==> src/rtl/cr_map_pkg.sv <==
package cr_map_pkg;

    typedef logic [15:0] cr_addr_t;                // CR word address
    typedef logic [31:0] cr_data_t;                // Register word

    localparam int NUM_SCRATCH = 4;

    // ==================================================
    // Single registers
    // ==================================================
    localparam cr_addr_t WHO_AM_I           = 16'h000;  // Core id and thread id
    localparam cr_addr_t THREAD_ID          = 16'h001;
    localparam cr_addr_t CORE_ID            = 16'h002;
    localparam cr_addr_t STACK_BASE_OFFSET  = 16'h003;  // Current thread stack offset
    localparam cr_addr_t TLS_BASE_OFFSET    = 16'h004;  // Current thread TLS offset
    localparam cr_addr_t SHARED_BASE_OFFSET = 16'h005;
    localparam cr_addr_t I_MEM_MSB          = 16'h006;
    localparam cr_addr_t D_MEM_MSB          = 16'h007;

    // ==================================================
    // Four-entry groups, entry n sits at base plus n
    // ==================================================
    localparam cr_addr_t THREAD0_PC_RST       = 16'h010;
    localparam cr_addr_t THREAD0_PC_EN        = 16'h014;
    localparam cr_addr_t THREAD0_STACK_OFFSET = 16'h018;
    localparam cr_addr_t THREAD0_TLS_OFFSET   = 16'h01C;
    localparam cr_addr_t THREAD0_PC           = 16'h020;  // Sampled PC, read only
    localparam cr_addr_t SCRATCHPAD0          = 16'h024;

    localparam cr_data_t SHARED_OFFSET_RST = 32'h0040_0F00;

endpackage

==> src/rtl/thread_pkg.sv <==
package thread_pkg;

    localparam int NUM_THREADS = 4;

    typedef logic [$clog2(NUM_THREADS)-1:0] thread_id_t;
    typedef logic [NUM_THREADS-1:0]         thread_oh_t;  // One-hot thread select

    // Per-thread offset reset values, thread 0 first
    localparam logic [31:0] STACK_OFFSET_RST [NUM_THREADS] = '{
        32'h0040_0200, 32'h0040_0400, 32'h0040_0600, 32'h0040_0800
    };
    localparam logic [31:0] TLS_OFFSET_RST [NUM_THREADS] = '{
        32'h0040_0200, 32'h0040_0400, 32'h0040_0600, 32'h0040_0800
    };

endpackage

==> src/rtl/thread_reg_bank.sv <==
`timescale 1ns/1ps

module thread_reg_bank #(
    parameter type payload_t = logic,
    parameter payload_t RST_VALS [thread_pkg::NUM_THREADS] = '{default: '0}
) (
    input  logic                               qclk,
    input  logic                               reset,
    input  logic [thread_pkg::NUM_THREADS-1:0] we,
    input  payload_t                           core_word,
    input  payload_t                           ring_word,
    input  logic [thread_pkg::NUM_THREADS-1:0] ring_sel,
    output payload_t                           q [thread_pkg::NUM_THREADS]
);
    import thread_pkg::*;

    always_ff @(posedge qclk) begin
        for (int i = 0; i < NUM_THREADS; i++) begin
            if (reset) begin
                q[i] <= RST_VALS[i];
            end else if (we[i]) begin
                q[i] <= ring_sel[i] ? ring_word : core_word;  // Ring wins a collision
            end
        end
    end

endmodule

==> src/rtl/cr_write_decode.sv <==
`timescale 1ns/1ps

module cr_write_decode (
    input  cr_map_pkg::cr_addr_t               core_addr,
    input  logic                               core_wr_en,
    input  cr_map_pkg::cr_data_t               core_wr_data,
    input  cr_map_pkg::cr_addr_t               ring_addr,
    input  logic                               ring_wr_en,
    input  cr_map_pkg::cr_data_t               ring_wr_data,
    output logic [thread_pkg::NUM_THREADS-1:0] rst_pc_we,
    output logic [thread_pkg::NUM_THREADS-1:0] en_pc_we,
    output logic [thread_pkg::NUM_THREADS-1:0] stk_we,
    output logic [thread_pkg::NUM_THREADS-1:0] tls_we,
    output logic [cr_map_pkg::NUM_SCRATCH-1:0] scratch_we,
    output logic                               shared_we,
    output logic [thread_pkg::NUM_THREADS-1:0] rst_pc_rsel,
    output logic [thread_pkg::NUM_THREADS-1:0] en_pc_rsel,
    output logic [thread_pkg::NUM_THREADS-1:0] stk_rsel,
    output logic [thread_pkg::NUM_THREADS-1:0] tls_rsel,
    output logic [cr_map_pkg::NUM_SCRATCH:0]   gen_rsel,     // Scratch pads, then shared
    output cr_map_pkg::cr_data_t               wr_word,
    output cr_map_pkg::cr_data_t               core_wr_word
);
    import cr_map_pkg::*;
    import thread_pkg::*;

    localparam int NUM_GRP = 5;
    localparam int EN_W    = 4 * NUM_THREADS + NUM_SCRATCH + 1;
    localparam cr_addr_t GRP_BASE [NUM_GRP] = '{
        THREAD0_PC_RST, THREAD0_PC_EN, THREAD0_STACK_OFFSET, THREAD0_TLS_OFFSET, SCRATCHPAD0
    };

    logic [EN_W-1:0] core_en;
    logic [EN_W-1:0] ring_en;
    logic [EN_W-1:0] all_en;

    // One bit per writable register, groups of four then shared on top
    function automatic logic [EN_W-1:0] decode(input cr_addr_t addr, input logic we);
        logic [EN_W-1:0] en;
        en = '0;
        if (we) begin
            for (int g = 0; g < NUM_GRP; g++) begin
                if (addr[15:2] == GRP_BASE[g][15:2]) begin
                    en[g * NUM_THREADS + int'(addr[1:0])] = 1'b1;
                end
            end
            if (addr == SHARED_BASE_OFFSET) begin
                en[EN_W-1] = 1'b1;
            end
        end
        return en;
    endfunction

    assign core_en = decode(core_addr, core_wr_en);
    assign ring_en = decode(ring_addr, ring_wr_en);
    assign all_en  = core_en | ring_en;

    assign rst_pc_we  = all_en[0 +: NUM_THREADS];
    assign en_pc_we   = all_en[NUM_THREADS +: NUM_THREADS];
    assign stk_we     = all_en[2 * NUM_THREADS +: NUM_THREADS];
    assign tls_we     = all_en[3 * NUM_THREADS +: NUM_THREADS];
    assign scratch_we = all_en[4 * NUM_THREADS +: NUM_SCRATCH];
    assign shared_we  = all_en[EN_W-1];

    assign rst_pc_rsel = ring_en[0 +: NUM_THREADS];       // Register written by ring
    assign en_pc_rsel  = ring_en[NUM_THREADS +: NUM_THREADS];
    assign stk_rsel    = ring_en[2 * NUM_THREADS +: NUM_THREADS];
    assign tls_rsel    = ring_en[3 * NUM_THREADS +: NUM_THREADS];
    assign gen_rsel    = ring_en[4 * NUM_THREADS +: NUM_SCRATCH + 1];

    assign wr_word      = (|ring_en) ? ring_wr_data : core_wr_data;
    assign core_wr_word = core_wr_data;

endmodule

==> src/rtl/thread_snapshot.sv <==
`timescale 1ns/1ps

module thread_snapshot (
    input  logic                   qclk,
    input  logic                   reset,
    input  thread_pkg::thread_oh_t thread,
    input  cr_map_pkg::cr_data_t   pc,
    input  cr_map_pkg::cr_data_t   stk [thread_pkg::NUM_THREADS],
    input  cr_map_pkg::cr_data_t   tls [thread_pkg::NUM_THREADS],
    output thread_pkg::thread_id_t thread_id,
    output cr_map_pkg::cr_data_t   cur_stk,
    output cr_map_pkg::cr_data_t   cur_tls,
    output cr_map_pkg::cr_data_t   pc_q [thread_pkg::NUM_THREADS]
);
    import thread_pkg::*;

    thread_oh_t cur_oh;
    thread_id_t cur_id;

    // The CR stage sits one thread ahead of the incoming select
    assign cur_oh = {thread[NUM_THREADS-2:0], thread[NUM_THREADS-1]};

    always_comb begin
        cur_id = thread_id_t'(NUM_THREADS - 1);          // Non one-hot falls to last thread
        for (int k = 0; k < NUM_THREADS - 1; k++) begin
            if (cur_oh == thread_oh_t'(1 << k)) begin
                cur_id = thread_id_t'(k);
            end
        end
    end

    always_ff @(posedge qclk) begin
        if (reset) begin
            thread_id <= '0;
            cur_stk   <= '0;
            cur_tls   <= '0;
        end else begin
            thread_id <= cur_id;
            cur_stk   <= stk[cur_id];
            cur_tls   <= tls[cur_id];
        end
    end

    always_ff @(posedge qclk) begin
        if (reset) begin
            for (int k = 0; k < NUM_THREADS; k++) begin
                pc_q[k] <= '0;
            end
        end else begin
            pc_q[cur_id] <= pc;                          // Round robin as threads rotate
        end
    end

endmodule

==> src/rtl/cr_general_regs.sv <==
`timescale 1ns/1ps

module cr_general_regs (
    input  logic                               qclk,
    input  logic                               reset,
    input  logic [cr_map_pkg::NUM_SCRATCH-1:0] scratch_we,
    input  logic                               shared_we,
    input  logic [cr_map_pkg::NUM_SCRATCH:0]   ring_sel,   // Top bit for shared offset
    input  cr_map_pkg::cr_data_t               core_word,
    input  cr_map_pkg::cr_data_t               ring_word,
    output cr_map_pkg::cr_data_t               scratch [cr_map_pkg::NUM_SCRATCH],
    output cr_map_pkg::cr_data_t               shared
);
    import cr_map_pkg::*;

    always_ff @(posedge qclk) begin
        if (reset) begin
            for (int i = 0; i < NUM_SCRATCH; i++) begin
                scratch[i] <= '0;
            end
            shared <= SHARED_OFFSET_RST;
        end else begin
            for (int i = 0; i < NUM_SCRATCH; i++) begin
                if (scratch_we[i]) begin
                    scratch[i] <= ring_sel[i] ? ring_word : core_word;
                end
            end
            if (shared_we) begin
                shared <= ring_sel[NUM_SCRATCH] ? ring_word : core_word;
            end
        end
    end

endmodule

==> src/rtl/cr_read_port.sv <==
`timescale 1ns/1ps

module cr_read_port #(
    parameter logic [7:0] MSB_I_MEM = 8'h3F,
    parameter logic [7:0] MSB_D_MEM = 8'h7F
) (
    input  logic                               qclk,
    input  logic                               reset,
    input  logic                               rd_en,
    input  cr_map_pkg::cr_addr_t               addr,
    input  logic [7:0]                         core_id,
    input  thread_pkg::thread_id_t             thread_id,
    input  cr_map_pkg::cr_data_t               cur_stk,
    input  cr_map_pkg::cr_data_t               cur_tls,
    input  cr_map_pkg::cr_data_t               shared,
    input  logic [thread_pkg::NUM_THREADS-1:0] rst_pc,
    input  logic [thread_pkg::NUM_THREADS-1:0] en_pc,
    input  cr_map_pkg::cr_data_t               stk [thread_pkg::NUM_THREADS],
    input  cr_map_pkg::cr_data_t               tls [thread_pkg::NUM_THREADS],
    input  cr_map_pkg::cr_data_t               pc_q [thread_pkg::NUM_THREADS],
    input  cr_map_pkg::cr_data_t               scratch [cr_map_pkg::NUM_SCRATCH],
    output cr_map_pkg::cr_data_t               rd_data
);
    import cr_map_pkg::*;
    import thread_pkg::*;

    thread_id_t idx;
    cr_data_t   rd_word;

    assign idx = addr[1:0];                              // Entry within a group of four

    // ==================================================
    // Address select
    // ==================================================
    always_comb begin
        rd_word = '0;                                    // Quiet or unmapped reads give zero
        if (rd_en) begin
            case (addr)
                WHO_AM_I:           rd_word = cr_data_t'({core_id, thread_id});
                THREAD_ID:          rd_word = cr_data_t'(thread_id);
                CORE_ID:            rd_word = cr_data_t'(core_id);
                STACK_BASE_OFFSET:  rd_word = cur_stk;
                TLS_BASE_OFFSET:    rd_word = cur_tls;
                SHARED_BASE_OFFSET: rd_word = shared;
                I_MEM_MSB:          rd_word = cr_data_t'(MSB_I_MEM);
                D_MEM_MSB:          rd_word = cr_data_t'(MSB_D_MEM);
                default: begin
                    if (addr[15:2] == THREAD0_PC_RST[15:2]) begin
                        rd_word = cr_data_t'(rst_pc[idx]);
                    end else if (addr[15:2] == THREAD0_PC_EN[15:2]) begin
                        rd_word = cr_data_t'(en_pc[idx]);
                    end else if (addr[15:2] == THREAD0_STACK_OFFSET[15:2]) begin
                        rd_word = stk[idx];
                    end else if (addr[15:2] == THREAD0_TLS_OFFSET[15:2]) begin
                        rd_word = tls[idx];
                    end else if (addr[15:2] == THREAD0_PC[15:2]) begin
                        rd_word = pc_q[idx];
                    end else if (addr[15:2] == SCRATCHPAD0[15:2]) begin
                        rd_word = scratch[idx];
                    end
                end
            endcase
        end
    end

    always_ff @(posedge qclk) begin
        if (reset) begin
            rd_data <= '0;
        end else begin
            rd_data <= rd_word;                          // Data one cycle after the strobe
        end
    end

endmodule

==> src/rtl/cr_mem.sv <==
`timescale 1ns/1ps

module cr_mem #(
    parameter logic [7:0] MSB_I_MEM = 8'h3F,
    parameter logic [7:0] MSB_D_MEM = 8'h7F
) (
    input  logic                               qclk,
    input  logic                               reset,
    input  logic [7:0]                         core_id,      // Strap
    input  cr_map_pkg::cr_addr_t               core_addr,
    input  cr_map_pkg::cr_data_t               core_wr_data,
    input  logic                               core_rd_en,
    input  logic                               core_wr_en,
    output cr_map_pkg::cr_data_t               core_rd_data,
    input  thread_pkg::thread_oh_t             thread,
    input  cr_map_pkg::cr_data_t               pc,
    input  cr_map_pkg::cr_addr_t               ring_addr,
    input  cr_map_pkg::cr_data_t               ring_wr_data,
    input  logic                               ring_rd_en,
    input  logic                               ring_wr_en,
    output cr_map_pkg::cr_data_t               ring_rd_data,
    output logic [thread_pkg::NUM_THREADS-1:0] rst_pc,
    output logic [thread_pkg::NUM_THREADS-1:0] en_pc
);
    import cr_map_pkg::*;
    import thread_pkg::*;

    localparam logic RST_PC_INIT [NUM_THREADS] = '{default: 1'b0};
    localparam logic EN_PC_INIT  [NUM_THREADS] = '{default: 1'b1};  // Threads run after reset

    logic [NUM_THREADS-1:0] rst_pc_we;
    logic [NUM_THREADS-1:0] en_pc_we;
    logic [NUM_THREADS-1:0] stk_we;
    logic [NUM_THREADS-1:0] tls_we;
    logic [NUM_THREADS-1:0] rst_pc_rsel;
    logic [NUM_THREADS-1:0] en_pc_rsel;
    logic [NUM_THREADS-1:0] stk_rsel;
    logic [NUM_THREADS-1:0] tls_rsel;
    logic [NUM_SCRATCH-1:0] scratch_we;
    logic [NUM_SCRATCH:0]   gen_rsel;
    logic                   shared_we;
    cr_data_t               wr_word;
    cr_data_t               core_wr_word;
    logic                   rst_pc_q [NUM_THREADS];
    logic                   en_pc_q [NUM_THREADS];
    cr_data_t               stk [NUM_THREADS];
    cr_data_t               tls [NUM_THREADS];
    cr_data_t               pc_q [NUM_THREADS];
    cr_data_t               scratch [NUM_SCRATCH];
    cr_data_t               shared;
    cr_data_t               cur_stk;
    cr_data_t               cur_tls;
    thread_id_t             thread_id;

    // ==================================================
    // Write side
    // ==================================================
    cr_write_decode wr_dec_i (
        .core_addr(core_addr), .core_wr_en(core_wr_en), .core_wr_data(core_wr_data),
        .ring_addr(ring_addr), .ring_wr_en(ring_wr_en), .ring_wr_data(ring_wr_data),
        .rst_pc_we(rst_pc_we), .en_pc_we(en_pc_we), .stk_we(stk_we), .tls_we(tls_we),
        .scratch_we(scratch_we), .shared_we(shared_we),
        .rst_pc_rsel(rst_pc_rsel), .en_pc_rsel(en_pc_rsel),
        .stk_rsel(stk_rsel), .tls_rsel(tls_rsel), .gen_rsel(gen_rsel),
        .wr_word(wr_word), .core_wr_word(core_wr_word)
    );

    thread_reg_bank #(.payload_t(logic), .RST_VALS(RST_PC_INIT)) rst_pc_bank_i (
        .qclk(qclk), .reset(reset), .we(rst_pc_we), .core_word(core_wr_word[0]),
        .ring_word(wr_word[0]), .ring_sel(rst_pc_rsel), .q(rst_pc_q)
    );

    thread_reg_bank #(.payload_t(logic), .RST_VALS(EN_PC_INIT)) en_pc_bank_i (
        .qclk(qclk), .reset(reset), .we(en_pc_we), .core_word(core_wr_word[0]),
        .ring_word(wr_word[0]), .ring_sel(en_pc_rsel), .q(en_pc_q)
    );

    thread_reg_bank #(.payload_t(cr_data_t), .RST_VALS(STACK_OFFSET_RST)) stk_bank_i (
        .qclk(qclk), .reset(reset), .we(stk_we), .core_word(core_wr_word),
        .ring_word(wr_word), .ring_sel(stk_rsel), .q(stk)
    );

    thread_reg_bank #(.payload_t(cr_data_t), .RST_VALS(TLS_OFFSET_RST)) tls_bank_i (
        .qclk(qclk), .reset(reset), .we(tls_we), .core_word(core_wr_word),
        .ring_word(wr_word), .ring_sel(tls_rsel), .q(tls)
    );

    cr_general_regs gen_regs_i (
        .qclk(qclk), .reset(reset), .scratch_we(scratch_we), .shared_we(shared_we),
        .ring_sel(gen_rsel), .core_word(core_wr_word), .ring_word(wr_word),
        .scratch(scratch), .shared(shared)
    );

    always_comb begin
        for (int i = 0; i < NUM_THREADS; i++) begin
            rst_pc[i] = rst_pc_q[i];                     // Flag banks drive the core
            en_pc[i]  = en_pc_q[i];
        end
    end

    // ==================================================
    // Thread tracking and read side
    // ==================================================
    thread_snapshot snap_i (
        .qclk(qclk), .reset(reset), .thread(thread), .pc(pc), .stk(stk), .tls(tls),
        .thread_id(thread_id), .cur_stk(cur_stk), .cur_tls(cur_tls), .pc_q(pc_q)
    );

    cr_read_port #(.MSB_I_MEM(MSB_I_MEM), .MSB_D_MEM(MSB_D_MEM)) core_rd_port_i (
        .qclk(qclk), .reset(reset), .rd_en(core_rd_en), .addr(core_addr),
        .core_id(core_id), .thread_id(thread_id), .cur_stk(cur_stk), .cur_tls(cur_tls),
        .shared(shared), .rst_pc(rst_pc), .en_pc(en_pc), .stk(stk), .tls(tls),
        .pc_q(pc_q), .scratch(scratch), .rd_data(core_rd_data)
    );

    cr_read_port #(.MSB_I_MEM(MSB_I_MEM), .MSB_D_MEM(MSB_D_MEM)) ring_rd_port_i (
        .qclk(qclk), .reset(reset), .rd_en(ring_rd_en), .addr(ring_addr),
        .core_id(core_id), .thread_id(thread_id), .cur_stk(cur_stk), .cur_tls(cur_tls),
        .shared(shared), .rst_pc(rst_pc), .en_pc(en_pc), .stk(stk), .tls(tls),
        .pc_q(pc_q), .scratch(scratch), .rd_data(ring_rd_data)
    );

endmodule

==> config.mk <==
export PLATFORM = sky130hd
export DESIGN_NAME = cr_mem
export DESIGN_NICKNAME = d
export VERILOG_FILES = /design/src/rtl/cr_map_pkg.sv /design/src/rtl/thread_pkg.sv /design/src/rtl/thread_reg_bank.sv /design/src/rtl/cr_write_decode.sv /design/src/rtl/thread_snapshot.sv /design/src/rtl/cr_general_regs.sv /design/src/rtl/cr_read_port.sv /design/src/rtl/cr_mem.sv
export SDC_FILE = /design/constraint.sdc
export NUM_CORES = 2
export LEC_CHECK = 0
export BUFFER_PORTS_ARGS = -buffer_cell sky130_fd_sc_hd__buf_2
export CORE_MARGIN = 2
export CORE_UTILIZATION = 55
export DETAILED_ROUTE_END_ITERATION = 8
export PLACE_DENSITY = 0.73
export SLEW_MARGIN = 25
export SYNTH_ARGS = -nofsm -noshare
export SYNTH_HDL_FRONTEND = slang
export SYNTH_SLANG_ARGS = --single-unit
export TNS_END_PERCENT = 10
==> constraint.sdc <==
create_clock -name qclk -period 2.4 [get_ports qclk]
set_input_delay 0.24 -clock qclk [delete_from_list [all_inputs] [get_ports qclk]]
set_output_delay 0.24 -clock qclk [all_outputs]
set_load 0.01 [all_outputs]
Word-level counts from Yosys, hierarchy flattened

Index checks and enable logic that the tools add are counted.

Multiplexer cells: 122
Div/mod/pow operators: 0
Multiply operators: 0
Reductions and logical operators: 16
Eq/ne operators: 29
Order comparisons: 26
Add/sub/neg operators: 8
Shift operators: 0
Bitwise logic cells: 14

Operator list:

| cell                                                                | count |
|---|---|
| two-way mux 32 bit                                                  | 47 |
| binary-select mux 32 bit (select 2 bit)                             | 10 |
| case mux 32 bit (8 select lines)                                    | 2 |
| two-way mux 21 bit                                                  | 18 |
| greater-or-equal comparator 32 x 1 -> 1 bit (second input constant) | 8 |
| less-than comparator 32 x 7 -> 1 bit (second input constant)        | 8 |
| OR 21 bit                                                           | 9 |
| bitwise mux 128 bit                                                 | 1 |
| == test 16 x 3 -> 1 bit (second input constant)                     | 8 |
| == test 14 x 3 -> 1 bit (second input constant)                     | 8 |
| demux 32 bit (select 2 bit)                                         | 1 |
| == test 16 x 2 -> 1 bit (second input constant)                     | 4 |
| == test 14 x 4 -> 1 bit (second input constant)                     | 4 |
| demux 1 bit (select 5 bit)                                          | 8 |
| == test 16 x 1 -> 1 bit (second input constant)                     | 2 |
| logical NOT 16 bit                                                  | 2 |
| two-way mux 1 bit                                                   | 24 |
| OR reduction 21 bit                                                 | 1 |
| adder 4 x 2 -> 5 bit (first input constant)                         | 4 |
| adder 5 x 2 -> 6 bit (first input constant)                         | 2 |
| less-than comparator 2 x 6 -> 1 bit (second input constant)         | 2 |
| logical AND 1 bit                                                   | 11 |
| greater-or-equal comparator 3 bit (second input constant)           | 3 |
| inverter 2 -> 3 bit                                                 | 3 |
| 13 further kinds                                                    | 25 |

Input bits: 146
Memories kept: 0
Word-level logic and storage cells: 245
Latch bits: 0
Output and inout bits: 72
ROM bits: 0
Memory bits (writable): 0
Flip-flop bits (word level): 682

Logic depth before layout (Yosys ltp)

Depth in word-level cells: 22
Depth in mapped cells: 10
Mapped depth without buffers: 6

By module

A second synthesis with hierarchy kept.

Cell total of the unflattened synthesis: 3967
Area total of the unflattened synthesis: 39673.0 um2

By module, submodules not included:

| module                            | area an instance (um2) | times used | cells each |
|---|---|---|---|
| cr_read_port                      | 5849.4                 | 2          | 523 |
| thread_reg_bank at stk_bank_i ... | 5783.0                 | 2          | 574 |
| thread_snapshot                   | 7679.9                 | 1          | 872 |
| cr_general_regs                   | 7215.7                 | 1          | 714 |
| cr_write_decode                   | 1178.6                 | 1          | 154 |
| thread_reg_bank at en_pc_bank_i   | 168.9                  | 1          | 17 |
| thread_reg_bank at rst_pc_bank_i  | 165.2                  | 1          | 16 |

Worst setup path before layout

Ideal clock, no wire load.

Path type: input to register
Start point: input ring_addr[0]
End point: register ring_rd_port_i.rd_data[31]
Stages on the path: 8
Library setup time: 0.131 ns
Data arrival time: 2.123 ns
Buffers on the path: 4
Required time: 2.269 ns
Slack: 0.146 ns
Cell sequence: buf_2 buf_2 buf_2 buf_2 mux4_2 a22o_1 a221oi_1 o22ai_1

Cells in the longest elaborated chain, start to end: 11

Ends and longest elaborated chain:

| element                                               | RTL line           | text |
|---|---|---|
| start: declaration                                    | cr_mem.sv:17       | `input cr_map_pkg::cr_addr_t ring_addr,` |
| inverter 2 -> 3 bit (not written as such)             | n/a                |  |
| binary-select mux 32 bit (select 2 bit)               | cr_read_port.sv:59 | `rd_word = scratch[idx];` |
| two-way mux 32 bit (not written as such) (2 in a row) | cr_read_port.sv:59 |  |
| two-way mux 32 bit                                    | cr_read_port.sv:58 | `end else if (addr[15:2] == SCRATCHPAD0[15:2]) begin` |
| two-way mux 32 bit                                    | cr_read_port.sv:56 | `end else if (addr[15:2] == THREAD0_PC[15:2]) begin` |
| two-way mux 32 bit                                    | cr_read_port.sv:54 | `end else if (addr[15:2] == THREAD0_TLS_OFFSET[15:2]) begin` |
| two-way mux 32 bit                                    | cr_read_port.sv:52 | `end else if (addr[15:2] == THREAD0_STACK_OFFSET[15:2]) begin` |
| two-way mux 32 bit                                    | cr_read_port.sv:50 | `end else if (addr[15:2] == THREAD0_PC_EN[15:2]) begin` |
| two-way mux 32 bit                                    | cr_read_port.sv:48 | `if (addr[15:2] == THREAD0_PC_RST[15:2]) begin` |
| case mux 32 bit (8 select lines) (*)                  | cr_read_port.sv:38 | `case (addr)` |
| end signal: assignment                                | cr_read_port.sv:70 | `rd_data <= rd_word;` |
| end: declaration                                      | cr_read_port.sv:22 | `output cr_map_pkg::cr_data_t rd_data` |

Every way passes the cells marked *; elsewhere a longest branch is shown, timed or not. The select of a mux whose other input is x is not followed.
A chain may end at the register's enable or synchronous reset.

Final worst setup path

Start point: register tls_bank_i.q[105] (netlist bit)
End point: register core_rd_port_i.rd_data[9]

Cells in the longest elaborated chain, start to end: 8

Ends and longest elaborated chain:

| element                                               | RTL line              | text |
|---|---|---|
| start: declaration                                    | thread_reg_bank.sv:13 | `output payload_t q [thread_pkg::NUM_THREADS]` |
| start signal: indexed assignment                      | thread_reg_bank.sv:20 | `q[i] <= RST_VALS[i];` |
| start signal: indexed assignment                      | thread_reg_bank.sv:22 | `q[i] <= ring_sel[i] ? ring_word : core_word;` |
| binary-select mux 32 bit (select 2 bit)               | cr_read_port.sv:55    | `rd_word = tls[idx];` |
| two-way mux 32 bit (not written as such) (2 in a row) | cr_read_port.sv:55    |  |
| two-way mux 32 bit                                    | cr_read_port.sv:54    |  |
| two-way mux 32 bit                                    | cr_read_port.sv:52    |  |
| two-way mux 32 bit                                    | cr_read_port.sv:50    |  |
| two-way mux 32 bit                                    | cr_read_port.sv:48    |  |
| case mux 32 bit (8 select lines)                      | cr_read_port.sv:38    |  |
| end signal: assignment                                | cr_read_port.sv:70    |  |
| end: declaration                                      | cr_read_port.sv:22    |  |

Every way passes these cells. The select of a mux whose other input is x is not followed.

==> flow_metrics.py <==
metrics = {
    "synth": {
        "synth_most_common_cell": "dfxtp_1",
        "syn_inst": 4005,
        "ys_ff_latch": 682,
        "ys_seq_area_share_pct": 35.6,
        "yosysWarnings": 0,
        "synth_top_cell_by_area": "dfxtp_1",
        "syn_area_mm2": 0.0383,
        "ys_top_cells_by_area": "dfxtp_1 (36%), mux4_2 (15%), a211oi_1 (12%)",
        "synth_edf_count": 0,
        "ys_async_sr_fraction_pct": 0,
        "syn_avg_cell_area_um2": 9.57,
        "syn_nets": 4151,
        "yosys.cell_types.count": 62,
        "synth_ff_type": "dfxtp_1",
        "synthTopCellsByCount": "dfxtp_1 (682), a211oi_1 (619), nand2_1 (441), clkbuf_1 (324), mux2i_1 (303)",
        "netlist.area_leader.share_pct": 35.6,
    },
    "power_and_ir_drop": {
        "power.total_uw": 26200,
        "powerDensity_mw_per_mm2": 576,
        "peakVddDrop_uv": 528,
        "power.leakage_uw": 0.0148,
    },
    "run": {
        "drv_cap": 0,
    },
    "route": {
        "ant_nets": 0,
        "wl_per_cell_um": 30.5,
        "vias": 37300,
        "drt_iter0_drc": 5751,
        "totalWireLength_um": 158000,
        "vias_per_cell": 7.20,
        "drt-pass1-iter-count": 9,
        "drcViolationCount": 2,
    },
    "placement": {
        "hpwl_um": 105000,
        "finalWeightedCongestion": 1.04,
        "port_buffers": 217,
    },
    "global_route": {
        "grt_pass1_wl_um": 234000,
        "grt_max_degree": 166,
        "overflow": 0,
        "antenna_found_initial": 31,
        "grt_pass1_vias": 35600,
        "grt_use_total_pct": 43.6,
    },
    "setup_path": {
        "cpPeakStageDelay_ns": 0.49,
        "slowest_stage": "a221oi_1",
        "r2r_cells": 5,
        "path_delay_family": "compound AO/OA/AOI/OAI gates",
        "crit_buf_inv": 1,
        "crit_chain": "mux4_2 > a22o_1 > a221oi_1 > a31oi_1 > buf_4",
        "cp.depth": 5,
        "criticalPathCategory": "flop to flop",
        "end_kind": "flop",
        "cp.arrival_ns": 2.71,
        "critPathMaxFanout": 4,
        "worstPathRequired_ns": 2.91,
        "cp-start-kind": "flop",
    },
    "floorplanning": {
        "ios": 218,
        "rows": 96,
        "fp.dieH_um": 268,
        "start_util_pct": 55.7,
        "fp.coreArea_mm2": 0.0688,
        "dieWidth_um": 268,
        "die_area_mm2": 0.0718,
    },
    "layout": {
        "postLayoutCoreUtil_pct": 66.1,
        "layout-drive-gt1-share_pct": 23.2,
        "nets": 4322,
        "syn_to_final_growth_pct": 18.6,
        "fillers": 5417,
    },
    "timing": {
        "fin_tns_setup_ns": 0,
        "skew_ns": 0.0247,
        "max_slew_margin_pct": 27.4,
        "slew_violations": 0,
        "setup_viol_count_final": 0,
        "fin_crit_ns": 2.20,
        "worstMarginPinSlew_ns": 1.09,
        "period_share_pct": 91.8,
        "max_freq_mhz": 454,
        "hold_viol": 0,
        "rsz0062_at_grt": "false",
    },
    "cts": {
        "cts_buffers": 76,
        "cts_setup_buffers": 0,
        "cts_root_buf": "clkbuf_16",
        "clk_latency_ns": 0.64,
        "htree_num_levels": 3,
        "clk_pin_slew_ns": 0.06,
        "cts.sinks": 682,
        "clockBufferDepth": 3,
        "cts_tree": "done",
    },
    "status": {
        "status": "finished, violations left",
        "violations": "DRC",
    },
    "min_path": {
        "hp-class": "primary input to flop",
        "whs_path_depth": 3,
    },
}
## metrics by stage
stage / hold WS (ns) / worst slack [ns] / area, um2 / instances
3_3_place_gp: 0.449 / -0.102 / 42500 / 4994
3_5_place_dp: 0.458 / -0.0979 / 42500 / 4994
2_1_floorplan: 0.376 / 0.146 / 38300 / 4005
5_1_grt: 0.0357 / 0.255 / 45500 / 5179
6_report: 0.0155 / 0.197 / 45500 / 5182
4_1_cts: 0.00737 / 0.347 / 45400 / 5166
## state kept, by name (all words and copies together), names as in the netlist
signal / count
core_rd_port_i.rd_data: 32
en_pc_bank_i.q: 4
gen_regs_i.scratch: 128
gen_regs_i.shared: 32
ring_rd_port_i.rd_data: 32
rst_pc_bank_i.q: 4
snap_i.cur_stk: 32
snap_i.cur_tls: 32
snap_i.pc_q: 128
snap_i.thread_id: 2
stk_bank_i.q: 128
tls_bank_i.q: 128
## logic make-up after synthesis
kind of cell           synth area share, %
AO/OA/AOI/OAI                         22.2
AND/OR/NAND/NOR                       13.4
flip-flops                            35.6
multiplexers                          23.6
buffers and inverters                 5.23
## worst min-delay path: stages
cell and delay [ns]:
buf_2 0.15, mux2i_1 0.14, a211oi_1 0.08
## power by group
part | leakage [uW] | internal, uW | switching [uW]
Combinational | 0.00803 | 836 | 1550
Sequential | 0.00551 | 11400 | 82.4
Clock | 0.00129 | 7240 | 5050
Total | 0.0148 | 19500 | 6680
## worst paths after layout
check	slack (ns)	end	start
setup / recovery	0.20	core_rd_port_i.rd_data[9]	tls_bank_i.q[105]
hold / removal	0.02	stk_bank_i.q[89]	ring_wr_data[25]
setup reg to reg	0.20	core_rd_port_i.rd_data[9]	tls_bank_i.q[105]
hold reg to reg	0.47	snap_i.pc_q[60]	snap_i.pc_q[60]
## placed cells by master (no fill, tap or decap), types with 6 or more instances in the layout
cell | synthesis | final
nor4_1 | 8 | 8
mux2i_1 | 303 | 303
a22oi_1 | 78 | 78
buf_2 | 90 | 212
a222oi_1 | 27 | 27
a21oi_1 | 191 | 190
nand2_1 | 441 | 439
nor2_1 | 295 | 283
nor3_4 | 4 | 10
nor3_1 | 24 | 22
o22ai_4 | 0 | 10
clkbuf_16 | 0 | 78
a311oi_1 | 67 | 67
nand3_1 | 14 | 14
a211oi_1 | 619 | 619
dfxtp_1 | 682 | 682
clkbuf_8 | 0 | 21
nor2b_1 | 230 | 230
dlygate4sd3_1 | 0 | 35
a221oi_1 | 29 | 29
o2bb2ai_1 | 8 | 8
buf_12 | 0 | 96
and2_1 | 7 | 7
mux4_2 | 257 | 257
clkbuf_1 | 324 | 14
diode_2 | 0 | 16
o22ai_1 | 39 | 29
nand4_1 | 7 | 7
bufinv_16 | 0 | 6
buf_4 | 12 | 213
o21ai_0 | 26 | 26
a31oi_1 | 37 | 37
a22o_1 | 46 | 46
nor2_4 | 0 | 14
mux2_2 | 19 | 19
clkinv_2 | 0 | 14
## layout make-up
class                           instances  area, um2  area share (%)
Clock buffer                          112       2280            5.01
Inverter                                4       15.0          0.0330
Clock inverter                         25        312           0.685
Timing Repair Buffer                  561       5000            11.0
Tap cell                              931       1160            2.56
Multi-Input combinational cell       2851      23000            50.6
Sequential cell                       682      13700            30.0
Antenna cell                           16       40.0          0.0880
## timing repair
action                    CTS  global route
gates resized for setup     0             0
hold endpoints to repair  133             0
hold buffers               35             0
## layer usage
layer	GRT usage [%]	routed length, um
met1	53.8	55300
met2	64.6	67700
met3	11.9	19900
met4	34.7	15200
met5	0	92
Note: power is estimated with default switching activity, not from simulation.
